$ cat config.mk
export PLATFORM = sky130hd
export DESIGN_NAME = apb_protocol_monitor
export DESIGN_NICKNAME = d
export VERILOG_FILES = /design/src/apb_bus_pkg.sv /design/src/check_rule_pkg.sv /design/src/apb_phase_tracker.sv /design/src/apb_stability_checker.sv /design/src/apb_strobe_checker.sv /design/src/apb_violation_log.sv /design/src/apb_protocol_monitor.sv
export SDC_FILE = /design/constraint.sdc
export NUM_CORES = 1
export LEC_CHECK = 0
export BUFFER_PORTS_ARGS = -buffer_cell sky130_fd_sc_hd__buf_2
export CAP_MARGIN = 20
export CORE_ASPECT_RATIO = 0.7
export CORE_UTILIZATION = 54
export DETAILED_ROUTE_END_ITERATION = 12
export PLACE_DENSITY = 0.79
export SKIP_CTS_REPAIR_TIMING = 1
export SLEW_MARGIN = 25
export SYNTH_ARGS = -nofsm -noshare
export SYNTH_HDL_FRONTEND = slang
export SYNTH_HIERARCHICAL = 1
export SYNTH_SLANG_ARGS = --single-unit
$ cat constraint.sdc
create_clock -name PCLK -period 3.74 [get_ports PCLK]
set_input_delay 0.187 -clock PCLK [delete_from_list [all_inputs] [get_ports PCLK]]
set_output_delay 0.187 -clock PCLK [all_outputs]
set_load 0.02 [all_outputs]
$ cat src/apb_bus_pkg.sv
// APB bus definitions
// Transfer phase as seen by the protocol monitor, and APB4 protection width

package apb_bus_pkg;

  //////////////////////////////////////////////////////////////////////////////
  // Transfer phase
  //////////////////////////////////////////////////////////////////////////////

  // Monitor's view of the bus in the current cycle
  // IDLE   PSEL low
  // SETUP  first cycle of a transfer
  // ACCESS every later cycle, until PREADY ends it
  typedef enum logic [1:0] {
    IDLE   = 2'd0,
    SETUP  = 2'd1,
    ACCESS = 2'd2
  } phase_t;

  //////////////////////////////////////////////////////////////////////////////
  // APB4 signal widths
  //////////////////////////////////////////////////////////////////////////////

  // PPROT carries privileged, non-secure and instruction bits
  localparam int PROT_W = 3;

endpackage

$ cat src/check_rule_pkg.sv
// Protocol rule definitions
// Rule numbering, rule vector and violation count width for the monitor

package check_rule_pkg;

  // Rule numbers, also the bit positions in a rule vector
  typedef enum logic [3:0] {
    RULE_PSEL_DROP       = 4'd0,
    RULE_PENABLE_SETUP   = 4'd1,
    RULE_PENABLE_ACCESS  = 4'd2,
    RULE_PADDR_UNSTABLE  = 4'd3,
    RULE_PWRITE_UNSTABLE = 4'd4,
    RULE_PSTRB_UNSTABLE  = 4'd5,
    RULE_PPROT_UNSTABLE  = 4'd6,
    RULE_PWDATA_UNSTABLE = 4'd7,
    RULE_PSTRB_READ      = 4'd8,
    RULE_PSTRB_PATTERN   = 4'd9,
    RULE_PADDR_UNALIGNED = 4'd10,
    RULE_WATCHDOG        = 4'd11
  } rule_e;

  localparam int NUM_RULES = 12;

  // One bit per rule
  typedef logic [NUM_RULES-1:0] rule_vec_t;

  // Violation count saturates at all ones
  localparam int COUNT_W = 16;

endpackage

$ cat src/apb_phase_tracker.sv
// APB phase tracker
// Derives IDLE/SETUP/ACCESS from PSEL and past PREADY, checks the
// PSEL/PENABLE sequencing rules and runs the transfer watchdog

`timescale 1ns/1ps

module apb_phase_tracker #(
  parameter int WATCHDOG_TIMEOUT = 128
) (
  input  logic                      PCLK,
  input  logic                      PRESETn,
  input  logic                      psel,
  input  logic                      penable,
  input  logic                      pready,
  output apb_bus_pkg::phase_t       phase,
  output check_rule_pkg::rule_vec_t phase_rules
);
  import apb_bus_pkg::*;
  import check_rule_pkg::*;

  // Last cycle's phase and PREADY
  phase_t prev_phase;
  logic   prev_pready;
  logic   wd_fire;

  // New transfer after idle or after a completed access
  always_comb
  begin
    if (!psel)
      phase = IDLE;
    else if (prev_phase == IDLE || (prev_phase == ACCESS && prev_pready))
      phase = SETUP;
    else
      phase = ACCESS;
  end

  always_ff @(posedge PCLK or negedge PRESETn)
  begin
    if (!PRESETn)
    begin
      prev_phase  <= IDLE;
      prev_pready <= 1'b0;
    end
    else
    begin
      prev_phase  <= phase;
      prev_pready <= pready;
    end
  end

  //////////////////////////////////////////////////////////////////////////////
  // Sequencing rules
  //////////////////////////////////////////////////////////////////////////////

  always_comb
  begin
    phase_rules = '0;
    // PSEL dropped while the access was still waiting
    phase_rules[RULE_PSEL_DROP]      = !psel && prev_phase == ACCESS && !prev_pready;
    phase_rules[RULE_PENABLE_SETUP]  = phase == SETUP && penable;
    phase_rules[RULE_PENABLE_ACCESS] = phase == ACCESS && !penable;
    phase_rules[RULE_WATCHDOG]       = wd_fire;
  end

  //////////////////////////////////////////////////////////////////////////////
  // Watchdog
  //////////////////////////////////////////////////////////////////////////////

  generate
    if (WATCHDOG_TIMEOUT > 0)
    begin : g_watchdog
      localparam int WD_W = $clog2(WATCHDOG_TIMEOUT + 1);

      logic [WD_W-1:0] wd_cnt;
      logic            complete;

      assign complete = phase == ACCESS && penable && pready;

      // Reload outside a transfer and on completion, else count down and stop at zero
      always_ff @(posedge PCLK or negedge PRESETn)
      begin
        if (!PRESETn)
          wd_cnt <= WD_W'(WATCHDOG_TIMEOUT);
        else if (!psel || complete)
          wd_cnt <= WD_W'(WATCHDOG_TIMEOUT);
        else if (wd_cnt != '0)
          wd_cnt <= wd_cnt - 1'b1;
      end

      // Fires once, on the step into zero
      assign wd_fire = psel && !complete && wd_cnt == WD_W'(1);
    end
    else
    begin : g_no_watchdog
      assign wd_fire = 1'b0;
    end
  endgenerate

endmodule

$ cat src/apb_stability_checker.sv
// APB request stability checker
// Keeps last cycle's request fields and flags any change during ACCESS

`timescale 1ns/1ps

module apb_stability_checker #(
  parameter int ADDR_WIDTH = 32,
  parameter int DATA_WIDTH = 32
) (
  input  logic                           PCLK,
  input  logic                           PRESETn,
  input  logic [ADDR_WIDTH-1:0]          paddr,
  input  logic                           pwrite,
  input  logic [DATA_WIDTH/8-1:0]        pstrb,
  input  logic [apb_bus_pkg::PROT_W-1:0] pprot,
  input  logic [DATA_WIDTH-1:0]          pwdata,
  input  apb_bus_pkg::phase_t            phase,
  output check_rule_pkg::rule_vec_t      stability_rules
);
  import apb_bus_pkg::*;
  import check_rule_pkg::*;

  localparam int STRB_W = DATA_WIDTH / 8;

  // Copies of the request from the previous cycle
  logic [ADDR_WIDTH-1:0] prev_paddr;
  logic                  prev_pwrite;
  logic [STRB_W-1:0]     prev_pstrb;
  logic [PROT_W-1:0]     prev_pprot;
  logic [DATA_WIDTH-1:0] prev_pwdata;
  logic                  in_access;

  always_ff @(posedge PCLK or negedge PRESETn)
  begin
    if (!PRESETn)
    begin
      prev_paddr  <= '0;
      prev_pwrite <= 1'b0;
      prev_pstrb  <= '0;
      prev_pprot  <= '0;
      prev_pwdata <= '0;
    end
    else
    begin
      prev_paddr  <= paddr;
      prev_pwrite <= pwrite;
      prev_pstrb  <= pstrb;
      prev_pprot  <= pprot;
      prev_pwdata <= pwdata;
    end
  end

  // Previous cycle was part of the same transfer
  assign in_access = phase == ACCESS;

  always_comb
  begin
    stability_rules = '0;
    stability_rules[RULE_PADDR_UNSTABLE]  = in_access && paddr != prev_paddr;
    stability_rules[RULE_PWRITE_UNSTABLE] = in_access && pwrite != prev_pwrite;
    stability_rules[RULE_PSTRB_UNSTABLE]  = in_access && pstrb != prev_pstrb;
    stability_rules[RULE_PPROT_UNSTABLE]  = in_access && pprot != prev_pprot;
    // Write data only matters on writes
    stability_rules[RULE_PWDATA_UNSTABLE] = in_access && pwrite && pwdata != prev_pwdata;
  end

endmodule

$ cat src/apb_strobe_checker.sv
// APB strobe and address checker
// Checks PSTRB on reads, PSTRB lane pattern on writes and PADDR alignment

`timescale 1ns/1ps

module apb_strobe_checker #(
  parameter int ADDR_WIDTH = 32,
  parameter int DATA_WIDTH = 32
) (
  input  logic                      psel,
  input  logic                      pwrite,
  input  logic [ADDR_WIDTH-1:0]     paddr,
  input  logic [DATA_WIDTH/8-1:0]   pstrb,
  output check_rule_pkg::rule_vec_t strobe_rules
);
  import check_rule_pkg::*;

  localparam int STRB_W    = DATA_WIDTH / 8;
  localparam int LANE_BITS = $clog2(STRB_W);

  // Byte offset bits inside one data word
  localparam logic [ADDR_WIDTH-1:0] LOW_MASK = ADDR_WIDTH'((64'd1 << LANE_BITS) - 1);

  // True when strb is exactly 2^k set lanes starting at a multiple of 2^k
  function automatic logic strobe_aligned(input logic [STRB_W-1:0] strb);
    logic [STRB_W-1:0] run;
    logic              ok;
    ok = 1'b0;
    for (int k = 0; k <= LANE_BITS; k++)
    begin
      for (int off = 0; off < STRB_W; off += (1 << k))
      begin
        // Lanes off .. off + 2^k - 1
        for (int b = 0; b < STRB_W; b++)
        begin
          run[b] = b >= off && b < off + (1 << k);
        end
        ok = ok | (strb == run);
      end
    end
    return ok;
  endfunction

  logic strb_any;
  logic pattern_ok;
  logic addr_low;

  assign strb_any   = |pstrb;
  assign pattern_ok = strobe_aligned(pstrb);
  assign addr_low   = |(paddr & LOW_MASK);

  //////////////////////////////////////////////////////////////////////////////
  // Rules, only while selected
  //////////////////////////////////////////////////////////////////////////////

  always_comb
  begin
    strobe_rules = '0;
    // Reads drive no strobes
    strobe_rules[RULE_PSTRB_READ]      = psel && !pwrite && strb_any;
    // Zero strobes on a write are legal
    strobe_rules[RULE_PSTRB_PATTERN]   = psel && pwrite && strb_any && !pattern_ok;
    strobe_rules[RULE_PADDR_UNALIGNED] = psel && addr_low;
  end

endmodule

$ cat src/apb_violation_log.sv
// APB violation log
// Sticky per-rule status, violation pulse, saturating count and
// first failing rule since reset or clear

`timescale 1ns/1ps

module apb_violation_log (
  input  logic                                PCLK,
  input  logic                                PRESETn,
  input  logic                                clear,
  input  check_rule_pkg::rule_vec_t           phase_rules,
  input  check_rule_pkg::rule_vec_t           stability_rules,
  input  check_rule_pkg::rule_vec_t           strobe_rules,
  output check_rule_pkg::rule_vec_t           rule_status,
  output logic                                violation,
  output logic [check_rule_pkg::COUNT_W-1:0]  violation_count,
  output check_rule_pkg::rule_e               first_rule,
  output logic                                first_valid
);
  import check_rule_pkg::*;

  rule_vec_t merged;
  logic      any_rule;
  rule_e     lowest_rule;

  // Checkers own disjoint bits
  assign merged   = phase_rules | stability_rules | strobe_rules;
  assign any_rule = |merged;

  // Lowest-numbered rule set this cycle
  always_comb
  begin
    lowest_rule = RULE_PSEL_DROP;
    for (int i = NUM_RULES - 1; i >= 0; i--)
    begin
      if (merged[i])
        lowest_rule = rule_e'(i);
    end
  end

  always_ff @(posedge PCLK or negedge PRESETn)
  begin
    if (!PRESETn)
    begin
      rule_status     <= '0;
      violation       <= 1'b0;
      violation_count <= '0;
      first_rule      <= RULE_PSEL_DROP;
      first_valid     <= 1'b0;
    end
    else if (clear)
    begin
      rule_status     <= '0;
      violation       <= 1'b0;
      violation_count <= '0;
      first_rule      <= RULE_PSEL_DROP;
      first_valid     <= 1'b0;
    end
    else
    begin
      rule_status <= rule_status | merged;
      violation   <= any_rule;
      // One per violating cycle, held at all ones
      if (any_rule && violation_count != '1)
        violation_count <= violation_count + 1'b1;
      if (any_rule && !first_valid)
      begin
        first_rule  <= lowest_rule;
        first_valid <= 1'b1;
      end
    end
  end

endmodule

$ cat src/apb_protocol_monitor.sv
// APB4 protocol monitor
// Three rule checkers on one APB port feeding a common violation log

`timescale 1ns/1ps

module apb_protocol_monitor #(
  parameter int ADDR_WIDTH       = 32,
  parameter int DATA_WIDTH       = 32,
  parameter int WATCHDOG_TIMEOUT = 128
) (
  input  logic                               PCLK,
  input  logic                               PRESETn,
  input  logic                               PSEL,
  input  logic                               PENABLE,
  input  logic [ADDR_WIDTH-1:0]              PADDR,
  input  logic                               PWRITE,
  input  logic [DATA_WIDTH/8-1:0]            PSTRB,
  input  logic [apb_bus_pkg::PROT_W-1:0]     PPROT,
  input  logic [DATA_WIDTH-1:0]              PWDATA,
  input  logic                               PREADY,
  input  logic                               clear,
  output check_rule_pkg::rule_vec_t          rule_status,
  output logic                               violation,
  output logic [check_rule_pkg::COUNT_W-1:0] violation_count,
  output check_rule_pkg::rule_e              first_rule,
  output logic                               first_valid
);
  import apb_bus_pkg::*;
  import check_rule_pkg::*;

  phase_t    phase;
  rule_vec_t phase_rules;
  rule_vec_t stability_rules;
  rule_vec_t strobe_rules;

  // Phase, sequencing and watchdog
  apb_phase_tracker #(
    .WATCHDOG_TIMEOUT(WATCHDOG_TIMEOUT)
  ) u_phase (
    .PCLK       (PCLK),
    .PRESETn    (PRESETn),
    .psel       (PSEL),
    .penable    (PENABLE),
    .pready     (PREADY),
    .phase      (phase),
    .phase_rules(phase_rules)
  );

  apb_stability_checker #(
    .ADDR_WIDTH(ADDR_WIDTH),
    .DATA_WIDTH(DATA_WIDTH)
  ) u_stability (
    .PCLK           (PCLK),
    .PRESETn        (PRESETn),
    .paddr          (PADDR),
    .pwrite         (PWRITE),
    .pstrb          (PSTRB),
    .pprot          (PPROT),
    .pwdata         (PWDATA),
    .phase          (phase),
    .stability_rules(stability_rules)
  );

  apb_strobe_checker #(
    .ADDR_WIDTH(ADDR_WIDTH),
    .DATA_WIDTH(DATA_WIDTH)
  ) u_strobe (
    .psel        (PSEL),
    .pwrite      (PWRITE),
    .paddr       (PADDR),
    .pstrb       (PSTRB),
    .strobe_rules(strobe_rules)
  );

  // Record of everything the checkers report
  apb_violation_log u_log (
    .PCLK           (PCLK),
    .PRESETn        (PRESETn),
    .clear          (clear),
    .phase_rules    (phase_rules),
    .stability_rules(stability_rules),
    .strobe_rules   (strobe_rules),
    .rule_status    (rule_status),
    .violation      (violation),
    .violation_count(violation_count),
    .first_rule     (first_rule),
    .first_valid    (first_valid)
  );

endmodule

==> reports/summary.txt, run 1 <==
Status: complete, no violations
Layout cells sized above 1: 24.3%
Starting Density: 56.7%
Mapped Cells: 447
Core area: 0.00922 mm²
Syn. warnings: 6
Synth top area share: 55.6%
Sequential power share: 38.6%
Mapped Area: 0.00522 mm²
CP Capture Type: flop
Clock skew: 0.00743 ns
# IOs: 112
Part of the power in the clock network: 46.8%
Worst-Margin Slew: 0.653 ns
Switch share: 24.2%
Detailed Route Iter0 Violations: 312
Rows: 29
CTS tree: built
TritonCTS Buffers: 17
Worst Path Class, Setup: in2reg
ANT nets after route: 0
Nets: 723
Largest net degree at the start of global routing: 46
Area of placed instances: 0.00579 mm²
Mux cell area share after synthesis: 0.383%
Top_reg_cell synth: dfrtp_1
Synth Register Bits: 117
PwrDens: 523 mW/mm²
Clock Sinks: 117
Comb pwr share: 14.6%
Post-synth top area cell: dfrtp_1
Port Buffers: 111
Dpl cells: 672
Post-synthesis simple-gate area fraction: 16.0%
Number of global-route vias before repair: 3860
WL final: 12900 µm
Fillers: 572
Sequential area share after synthesis: 56.1%
Compound-Gate Fraction of Synth Area: 7.74%
Die width: 120 µm
Critical path arrival: 3.32 ns
Root Buffer: clkbuf_16
Setup violators final: 0
Adder-Cell Fraction of Synth Area: 0.958%
WP data required: 4.03 ns
Critical path startpoint category: input pin
Rel. slew slack: 56.5%
Most frequent cells after synthesis: dfrtp_1, xnor2_1, a21oi_1, buf_4, nor2_1
Clk_lat worst skew: 0.40 ns
Clock Tree Buf Depth: 2
Via count: 4141
CTS clk-pin slew, worst paths: 0.05 ns
RSZ-0062 raised after global routing: no
Post-DP HPWL: 7730 µm
Final period util: 80.9%
Peak Freq: 331 MHz
Max FO, Critical Path: 30
Synth async-reset ratio: 100%
Global-route wire length before repair: 18500 µm
Fin Setup TNS: 0 ns
Drc violations: 0
Congestion Overflow GR: 0
Max cap viols: 0
Initial antenna violation count: 0
Final hold slack: 0.147 ns
Synth cell types: 58
H-tree levels: 4
Drt wl/cell: 16.6 µm
Post-synth EDFFs: 0
Final Critical Period: 3.02 ns
Post-DR vias/cell: 5.32
Main combinational cell family by area after synthesis: simple AND/OR/NAND/NOR gates
Syn Area/Cell: 11.7 µm²
Die Span Y: 84.3 µm
Final hold violations: 0
All-layer global routing usage: 24.1%
Initial DRT Pass Iterations: 5
Leak: 3.15 nW
Dominant cells by area after synthesis: dfrtp_1, xnor2_1, buf_4
Internal: 2.84 mW
Antenna Cells: 0
HP Class: in2reg
Placer Congestion: 0.784
Die ar.: 0.0101 mm²
Fin. max-slew vios: 0
VDD IR max: 462 µV
Area growth syn-to-layout: 37.3%
Fin area: 0.00717 mm²
Final Power: 3.75 mW
Switch Pwr: 0.907 mW
Finished Layout Cells: 778
Most frequent cell after synthesis: dfrtp_1
Post-Synth XOR/XNOR Area: 12.9%
==> critical path: stages <==
cell           delay (ns)
dlygate4sd3_1        0.54
buf_2                0.14
xnor2_1              0.22
nand4_1              0.16
nor4_1               0.37
a211oi_1             0.12
nor3_1               0.45
and4_1               0.40
a31o_4               0.40
nor4_1               0.11
o21ba_2              0.21
==> metrics by stage <==
step / setup WS (ns) / utilization [%]
5_1_grt: 0.527 / 77.8
3_5_place_dp: 0.923 / 62.8
3_3_place_gp: 1.02 / 62.8
2_1_floorplan: 1.13 / -
6_report: 0.716 / 77.8
4_1_cts: 0.890 / 69.8
==> final timing paths <==
kind	startpoint	to	slack, ns	cells past startpoint
worst max-delay path	PWDATA[17]	u_log/violation_count[5]	0.72	11
worst min-delay path	PSEL	u_phase/prev_phase[0]	0.15	2
worst max register to register	u_stability/prev_pwdata[17]	u_log/violation_count[5]	0.77	9
worst min register to register	u_log/rule_status[1]	u_log/rule_status[1]	0.50	2
max in group asynchronous	PRESETn	u_phase/g_watchdog.wd_cnt[3]	2.44	3
min in group asynchronous	PRESETn	u_stability/prev_paddr[19]	0.34	2
==> layer usage <==
metal / vias up / track usage [%] / share of wire (%)
li1: 1923 / - / -
met1: 2011 / 30.0 / 41
met5: - / 0 / 0
met3: 23 / 7.40 / 6.1
met4: 0 / 9.32 / 1.5
met2: 184 / 39.5 / 51
==> cell families (layout without fill, tap and decap cells) <==
kind of cell	Yosys count	in the layout
adders and majority gates	4	4
other	3	24
xor gates and xnor gates	77	77
buffers and inverters	48	234
and+or+nand+nor	134	134
AOI/OAI and AO/OA	62	62
DFF	117	117
muxes	2	2
==> power by group through the flow <==
stage | combinational, mW | sequential (mW) | clock (mW)
after global routing | 0.599 | 1.45 | 1.84
after floorplan | 0.322 | 1.46 | 0
final | 0.547 | 1.45 | 1.75
after detailed placement | 0.474 | 1.46 | 0
after CTS | 0.479 | 1.44 | 1.77
after global placement | 0.455 | 1.45 | 0
==> flip-flops by register name (all words and copies together), names as in the netlist <==
name and count:
u_phase/g_watchdog.wd_cnt 8, u_log/first_valid 1, u_phase/prev_phase 2, u_log/first_rule 4, u_stability/prev_pstrb 4, u_stability/prev_pwdata 32, u_log/rule_status 12, u_stability/prev_pprot 3
u_stability/prev_pwrite 1, u_phase/prev_pready 1, u_stability/prev_paddr 32, u_log/violation 1, u_log/violation_count 16
==> layout by cell type, fill, tap and decap left out, types with 3 or more instances in the layout <==
cell type      count
conb_1            24
buf_4              3
or4_1             11
or3_4              4
clkinv_2           3
o31ai_1            9
buf_2            110
inv_1             15
dlygate4sd3_1     74
nor4_1             8
nor2b_1            5
nor3b_1            3
xnor2_1           76
nand2_1           11
clkbuf_16         17
nand2b_1           4
ha_1               4
nor2_1            25
nand4_1           21
o21ai_0            3
a21oi_1           26
nand3_1            7
nor3_1            11
bufinv_16          4
dfrtp_1          116
clkbuf_8           5
a31oi_1            3
o21ai_1            5
or3_1              9
==> layout make-up <==
type,count,area [µm²],area share [%]
repair buffers,187,1310,18.3
multi-input cells,303,2070,28.9
inverters,15,56.3,0.785
flip-flops and latches,117,2930,40.8
well taps,124,155,2.16
clock inverters,8,144,2.01
clock buffers,24,502,7.00
Note: power is estimated with default switching activity, not from simulation.
==> inputs of run 2 (changes only) <==
Settings changed: ABC_AREA set to 1, CORE_UTILIZATION 54 to 56, PLACE_DENSITY 0.79 to 0.8.
Clock period 3.74 ns to 2.9 ns, I/O delays scaled along.
==> reports/summary.txt, run 2 <==
Status: complete, no violations
Die Span Y: 89.3 µm (+6.0%)
Max FO, Critical Path: 12 (-60%)
Comb pwr share: 16.3% (+1.7 points)
Hold Path Depth: 3 (+1)
Reg2Reg Setup Slack: 0.31 ns (-0.46 ns)
Clock Tree Buf Depth: 2 (unchanged)
Initial antenna violation count: 0 (unchanged)
Core area: 0.0105 mm² (+14%)
Top_reg_cell synth: dfrtp_1
Leak: 4.46 nW (+41%)
ANT nets after route: 0 (unchanged)
Antenna Cells: 0 (unchanged)
Post-DP HPWL: 9130 µm (+18%)
Post-DR vias/cell: 4.67 (-12%)
Final hold violations: 0 (unchanged)
Syn Area/Cell: 7.54 µm² (-35%)
Most frequent cell after synthesis: nand2_1
CP Capture Type: flop
Synth async-reset ratio: 100% (unchanged)
Clock Sinks: 117 (unchanged)
Die ar.: 0.0113 mm² (+12%)
VDD IR max: 479 µV (+3.6%)
Drt wl/cell: 12.1 µm (-27%)
Nets: 1088 (+50%)
Placer Congestion: 0.909 (+16%)
Final Power: 4.53 mW (+21%)
All-layer global routing usage: 24.1% (+0.034 points)
WHS Endpoint: u_phase/prev_phase[0]
WL final: 14000 µm (+8.2%)
Area growth syn-to-layout: 31.2%
Dominant cells by area after synthesis: dfrtp_1, nand2_1, inv_1
FF-to-FF Start: u_stability/prev_paddr[17]
Detailed Route Iter0 Violations: 338 (+8.3%)
Critical path startpoint category: input pin
Hold path startpoint: PSEL
Rows: 31 (+6.9%)
Post-synth top area cell: dfrtp_1
Sequential power share: 40.7% (+2.1 points)
Via count: 5375 (+30%)
Critical path arrival: 2.89 ns (-0.43 ns)
FF-to-FF End: u_log/violation_count[9]
Starting Density: 58.3% (+1.6 points)
HP Class: in2reg
Final period util: 89.5%
Number of global-route vias before repair: 4798 (+24%)
Synth Register Bits: 117 (unchanged)
Part of the power in the clock network: 43.0% (-3.8 points)
Rel. slew slack: 52.2% (-4.3 points)
Worst Path Class, Setup: in2reg
Commonest non-fill, non-tap cell in the layout: nand2_1
WP data required: 3.19 ns (-0.84 ns)
RSZ-0062 raised after global routing: no
Internal: 3.23 mW (+14%)
Largest net degree at the start of global routing: 65 (+41%)
Global-route wire length before repair: 21000 µm (+14%)
Synth cell types: 39 (-33%)
Clock skew: 0.00965 ns (+0.00221 ns)
Initial DRT Pass Iterations: 5 (unchanged)
H-tree levels: 4 (unchanged)
CTS clk-pin slew, worst paths: 0.06 ns (about the same)
PwrDens: 566 mW/mm² (+8.2%)
Mapped Area: 0.00610 mm² (+17%)
Syn. warnings: 6 (unchanged)
Peak Freq: 385 MHz
Sequential area share after synthesis: 48.0% (-8.1 points)
Regs by FF count: u_stability/prev_paddr (32), u_stability/prev_pwdata (32), u_log/violation_count (16)
Fin. max-slew vios: 0 (unchanged)
Mapped Cells: 809 (+81%)
Fin Setup TNS: 0 ns (unchanged)
Final Critical Period: 2.59 ns
CTS tree: built
Switch Pwr: 1.30 mW (+43%)
TritonCTS Buffers: 17 (unchanged)
Max cap viols: 0 (unchanged)
Root Buffer: clkbuf_16
Congestion Overflow GR: 0 (unchanged)
Area of the multi-input gates: 0.00239 mm² (+15%)
Port Buffers: 111 (unchanged)
Most frequent cells after synthesis: nand2_1, inv_1, nor2_1, dfrtp_1, buf_4
Switch share: 28.6% (+4.4 points)
# IOs: 112 (unchanged)
Fillers: 738 (+29%)
Worst-Margin Slew: 0.717 ns (+0.0647 ns)
Drc violations: 0 (unchanged)
Setup violators final: 0 (unchanged)
Layout cells sized above 1: 17.8% (-6.5 points)
Sequential cell area: 0.00293 mm² (unchanged)
Synth top area share: 47.6% (-8.0 points)
Clk_lat worst skew: 0.41 ns (about the same)
Most frequent cells in the layout: nand2_1, inv_1, nor2_1
Die width: 127 µm (+6.0%)
R2R depth: 19 (+10)
Post-synth EDFFs: 0 (unchanged)
-- run 2: cell types whose count changed after synthesis, sizes merged, moves of 19 or more --
cell and change:
nand2 +219, inv +150, nor2 +112, xnor2 -72, a21oi -22, xor2 +19
-- run 2: worst max-delay path by stage --
stage,cells after the start,end,from
final,21,u_log/violation_count[9],PADDR[17]
after global routing,21,u_log/violation_count[9],PWDATA[16]
after CTS,18,u_log/violation_count[9],u_stability/prev_pwdata[29]
after detailed placement,18,u_log/violation_count[9],u_stability/prev_paddr[3]
after global placement,18,u_log/violation_count[9],u_stability/prev_paddr[3]
after floorplan,20,u_log/violation_count[3],u_phase/prev_pready
-- run 2: layout make-up --
cell class	count	area share (%)
Inverter	166	7.85
Timing Repair Buffer	187	16.6
Multi-Input combinational cell	517	29.9
Tap cell	132	2.06
Clock inverter	12	1.22
Sequential cell	117	36.6
Clock buffer	20	5.83
-- run 2: stage by stage --
step | util, % | area [µm²] | worst slack [ns] | std cells | hold slack, ns
after floorplan | - | 6180 | 0.869 | 830 | -0.151
after global placement | 64.0 | 6700 | 0.494 | 1045 | 0.237
after detailed placement | 64.0 | 6700 | 0.418 | 1045 | 0.239
after CTS | 69.4 | 7260 | 0.392 | 1077 | -0.191
after global routing | 76.4 | 8010 | 0.0636 | 1151 | 0.0845
final | 76.4 | 8010 | 0.306 | 1151 | 0.0754
-- run 2: cell families (layout without fill, tap and decap cells) --
group	Yosys count	count (layout)	share of synthesized area [%]
flip-flops	117	117	48.0
other	3	24	0.185
XOR/XNOR	24	24	3.57
AO/OA/AOI/OAI	36	36	3.94
adder cells (fa/ha/maj)	4	4	0.820
AND/OR/NAND/NOR	429	429	29.4
buffers and inverters	196	385	14.1
-- run 2: power by group through the flow --
| stage | registers, mW | logic [mW] | clock network, mW |
|---|---|---|---|
| floorplan | 1.87 | 0.436 | 0 |
| detailed placement | 1.87 | 0.645 | 0 |
| global placement | 1.87 | 0.623 | 0 |
| finish | 1.84 | 0.737 | 1.95 |
| CTS | 1.84 | 0.650 | 1.98 |
| global route | 1.86 | 0.848 | 2.05 |
-- run 2: layer usage --
metal,GRT usage [%],share of wire (%),vias to the layer above
met5,0,0,-
met4,8.87,0.90,0
met3,6.64,5.3,11
met2,39.6,48,143
met1,31.1,46,2464
li1,-,-,2757
-- run 2: worst max-delay path, stage by stage --
cell and delay (ns):
dlygate4sd3_1 0.53, buf_2 0.12, inv_1 0.04, nand2_1 0.06
nand2_1 0.07, nor2_1 0.14, nand2_1 0.07, nor2_1 0.10
nand2_1 0.08, nor2_1 0.20, nor2_1 0.07, nor2_1 0.11
nand2_1 0.10, nor2_2 0.17, nand3_2 0.11, nor2_4 0.12
nand2_2 0.10, nand2_4 0.19, nand2_4 0.17, nand2_1 0.11
o21ai_2 0.05
==> inputs of run 3 (changes only) <==
Settings changed: CORE_UTILIZATION 56 to 30, PLACE_DENSITY 0.8 to unset.
==> reports/summary.txt, run 3 (same netlist as run 2, synthesis figures left out) <==
Status: complete, no violations
Rows: 43 (+39%)
Rel. slew slack: 47.5% (-4.7 points)
Congestion Overflow GR: 0 (unchanged)
Routed wl met3: 776 µm (+5.1%)
Final Critical Period: 2.45 ns (-0.140 ns)
Most frequent cells in the layout: nand2_1, inv_1, nor2_1
Initial antenna violation count: 0 (unchanged)
Cell class contributing the biggest share of worst-path delay: simple AND/OR/NAND/NOR gates
Critical path startpoint category: input pin
Setup violators final: 0 (unchanged)
Number of global-route vias before repair: 4609 (-3.9%)
Final period util: 84.6% (-4.8 points)
Clock Sinks: 117 (unchanged)
Regs by FF count: u_stability/prev_paddr (32), u_stability/prev_pwdata (32), u_log/violation_count (16)
Drc violations: 0 (unchanged)
Global-route wire length before repair: 22100 µm (+4.9%)
CP max stage cell: dlygate4sd3_1
Peak Freq: 407 MHz (+5.7%)
Detailed Route Iter0 Violations: 238 (-30%)
RSZ-0062 raised after global routing: no
Port Buffers: 111 (unchanged)
Critical path arrival: 2.75 ns (-0.14 ns)
Max FO, Critical Path: 12 (unchanged)
ANT nets after route: 0 (unchanged)
Die ar.: 0.0209 mm² (+85%)
Post-DP HPWL: 9770 µm (+7.1%)
Max incr delay on CP: 0.53 ns (about the same)
Clock Tree Buf Depth: 2 (unchanged)
Worst-Margin Slew: 0.788 ns (+0.0709 ns)
DR top layer: met4
Starting Density: 30.7% (-28 points)
WL met2: 5880 µm (-11%)
# IOs: 112 (unchanged)
VDD IR max: 295 µV (-38%)
Core Util, Final: 41.4% (-35 points)
Worst Path Class, Setup: in2reg
Largest net degree at the start of global routing: 61 (-6.2%)
Fin. max-slew vios: 0 (unchanged)
Max cap viols: 0 (unchanged)
Area growth syn-to-layout: 34.6%
WL final: 13800 µm (-1.2%)
Die width: 172 µm (+36%)
CP bufs+invs: 2 (-1)
Post-DR vias/cell: 3.95 (-15%)
Clock skew: 0.0126 ns (+0.00295 ns)
Placer Congestion: 0.841 (-7.4%)
Commonest non-fill, non-tap cell in the layout: nand2_1
Layout cells sized above 1: 17.7% (-0.098 points)
Root Buffer: clkbuf_16
Drt wl/cell: 10.7 µm (-12%)
Via count: 5095 (-5.2%)
PwrDens: 573 mW/mm² (+1.3%)
Most common cell on crit path: nand2_1
Core area: 0.0199 mm² (+90%)
All-layer global routing usage: 13.7% (-10 points)
CP Capture Type: flop
Initial DRT Pass Iterations: 4 (-1)
CTS tree: built
Die Span Y: 121 µm (+36%)
Final hold violations: 0 (unchanged)
Clk_lat worst skew: 0.41 ns (about the same)
H-tree levels: 4 (unchanged)
Met1 wire length: 7030 µm (+8.8%)
TritonCTS Buffers: 17 (unchanged)
Antenna Cells: 0 (unchanged)
WP data required: 3.20 ns (about the same)
CP cell instances: dlygate4sd3_1 -> buf_2 -> nand2_1 -> nand2_1 -> nor2_1 -> nand2_1 -> nor2_1 -> nand2_1 -> nor2_1 -> nor2_1 -> nor2_1 -> nand2_1 -> nor2_1 -> nand2_1 -> nor2_4 -> nand2_2 -> nand2_4 -> nand2_4 -> nand2_1 -> o21ai_2
CTS clk-pin slew, worst paths: 0.06 ns (about the same)
Leak: 4.48 nW (+0.60%)
Fin Setup TNS: 0 ns (unchanged)
HP Class: in2reg
Nets: 1088 (unchanged)
-- run 3: worst paths after layout --
kind                       cells after the start                           end  slack (ns)                        from
max in group asynchronous                      3    u_stability/prev_paddr[27]        1.74                     PRESETn
setup reg to reg                              18     u_log/violation_count[13]        0.45  u_stability/prev_pwdata[1]
hold / removal                                 3         u_phase/prev_phase[0]        0.05                        PSEL
min in group asynchronous                      2  u_phase/g_watchdog.wd_cnt[6]        0.35                     PRESETn
hold reg to reg                                2           u_log/first_rule[0]        0.48         u_log/first_rule[0]
setup / recovery                              20     u_log/violation_count[13]        0.45                  PWDATA[22]
-- run 3: through the flow --
stage / area (µm²) / setup slack, ns / std cells / total power [mW] / hold slack (ns)
after CTS: 7470 / 0.372 / 1215 / 4.69 / -0.169
after global routing: 8210 / 0.0393 / 1289 / 4.97 / 0.0703
after detailed placement: 6870 / 0.386 / 1183 / 2.51 / 0.272
final: 8210 / 0.445 / 1289 / 4.71 / 0.0538
after global placement: 6870 / 0.460 / 1183 / 2.50 / 0.269
after floorplan: 6180 / 0.869 / 830 / 2.31 / -0.151
-- run 3: layer usage --
layer	vias up	GRT usage, %
li1	2756	-
met1	2243	18.6
met2	88	20.1
met3	8	5.28
met4	0	3.82
met5	-	0
-- run 3: where the power goes --
group	switching, mW	internal (mW)
Combinational	0.410	0.306
Sequential	0.0878	1.75
Clock	0.779	1.37
Total	1.28	3.43
-- run 3: cell type report --
type / instances / area [µm²]
tap: 270 / 338
sequential: 117 / 2930
multi-input combinational: 517 / 2390
fill: 1993 / 11600
clock inverter: 13 / 158
timing repair buffer: 187 / 1330
clock buffer: 19 / 443
inverter: 166 / 628
-- run 3: worst reg2reg max path: cells and delay by family, from the launching register on --
kind	cells	cell delay, ns
AND/OR/NAND/NOR	17	1.92
flip-flops	1	0.38
AO/OA/AOI/OAI	1	0.05
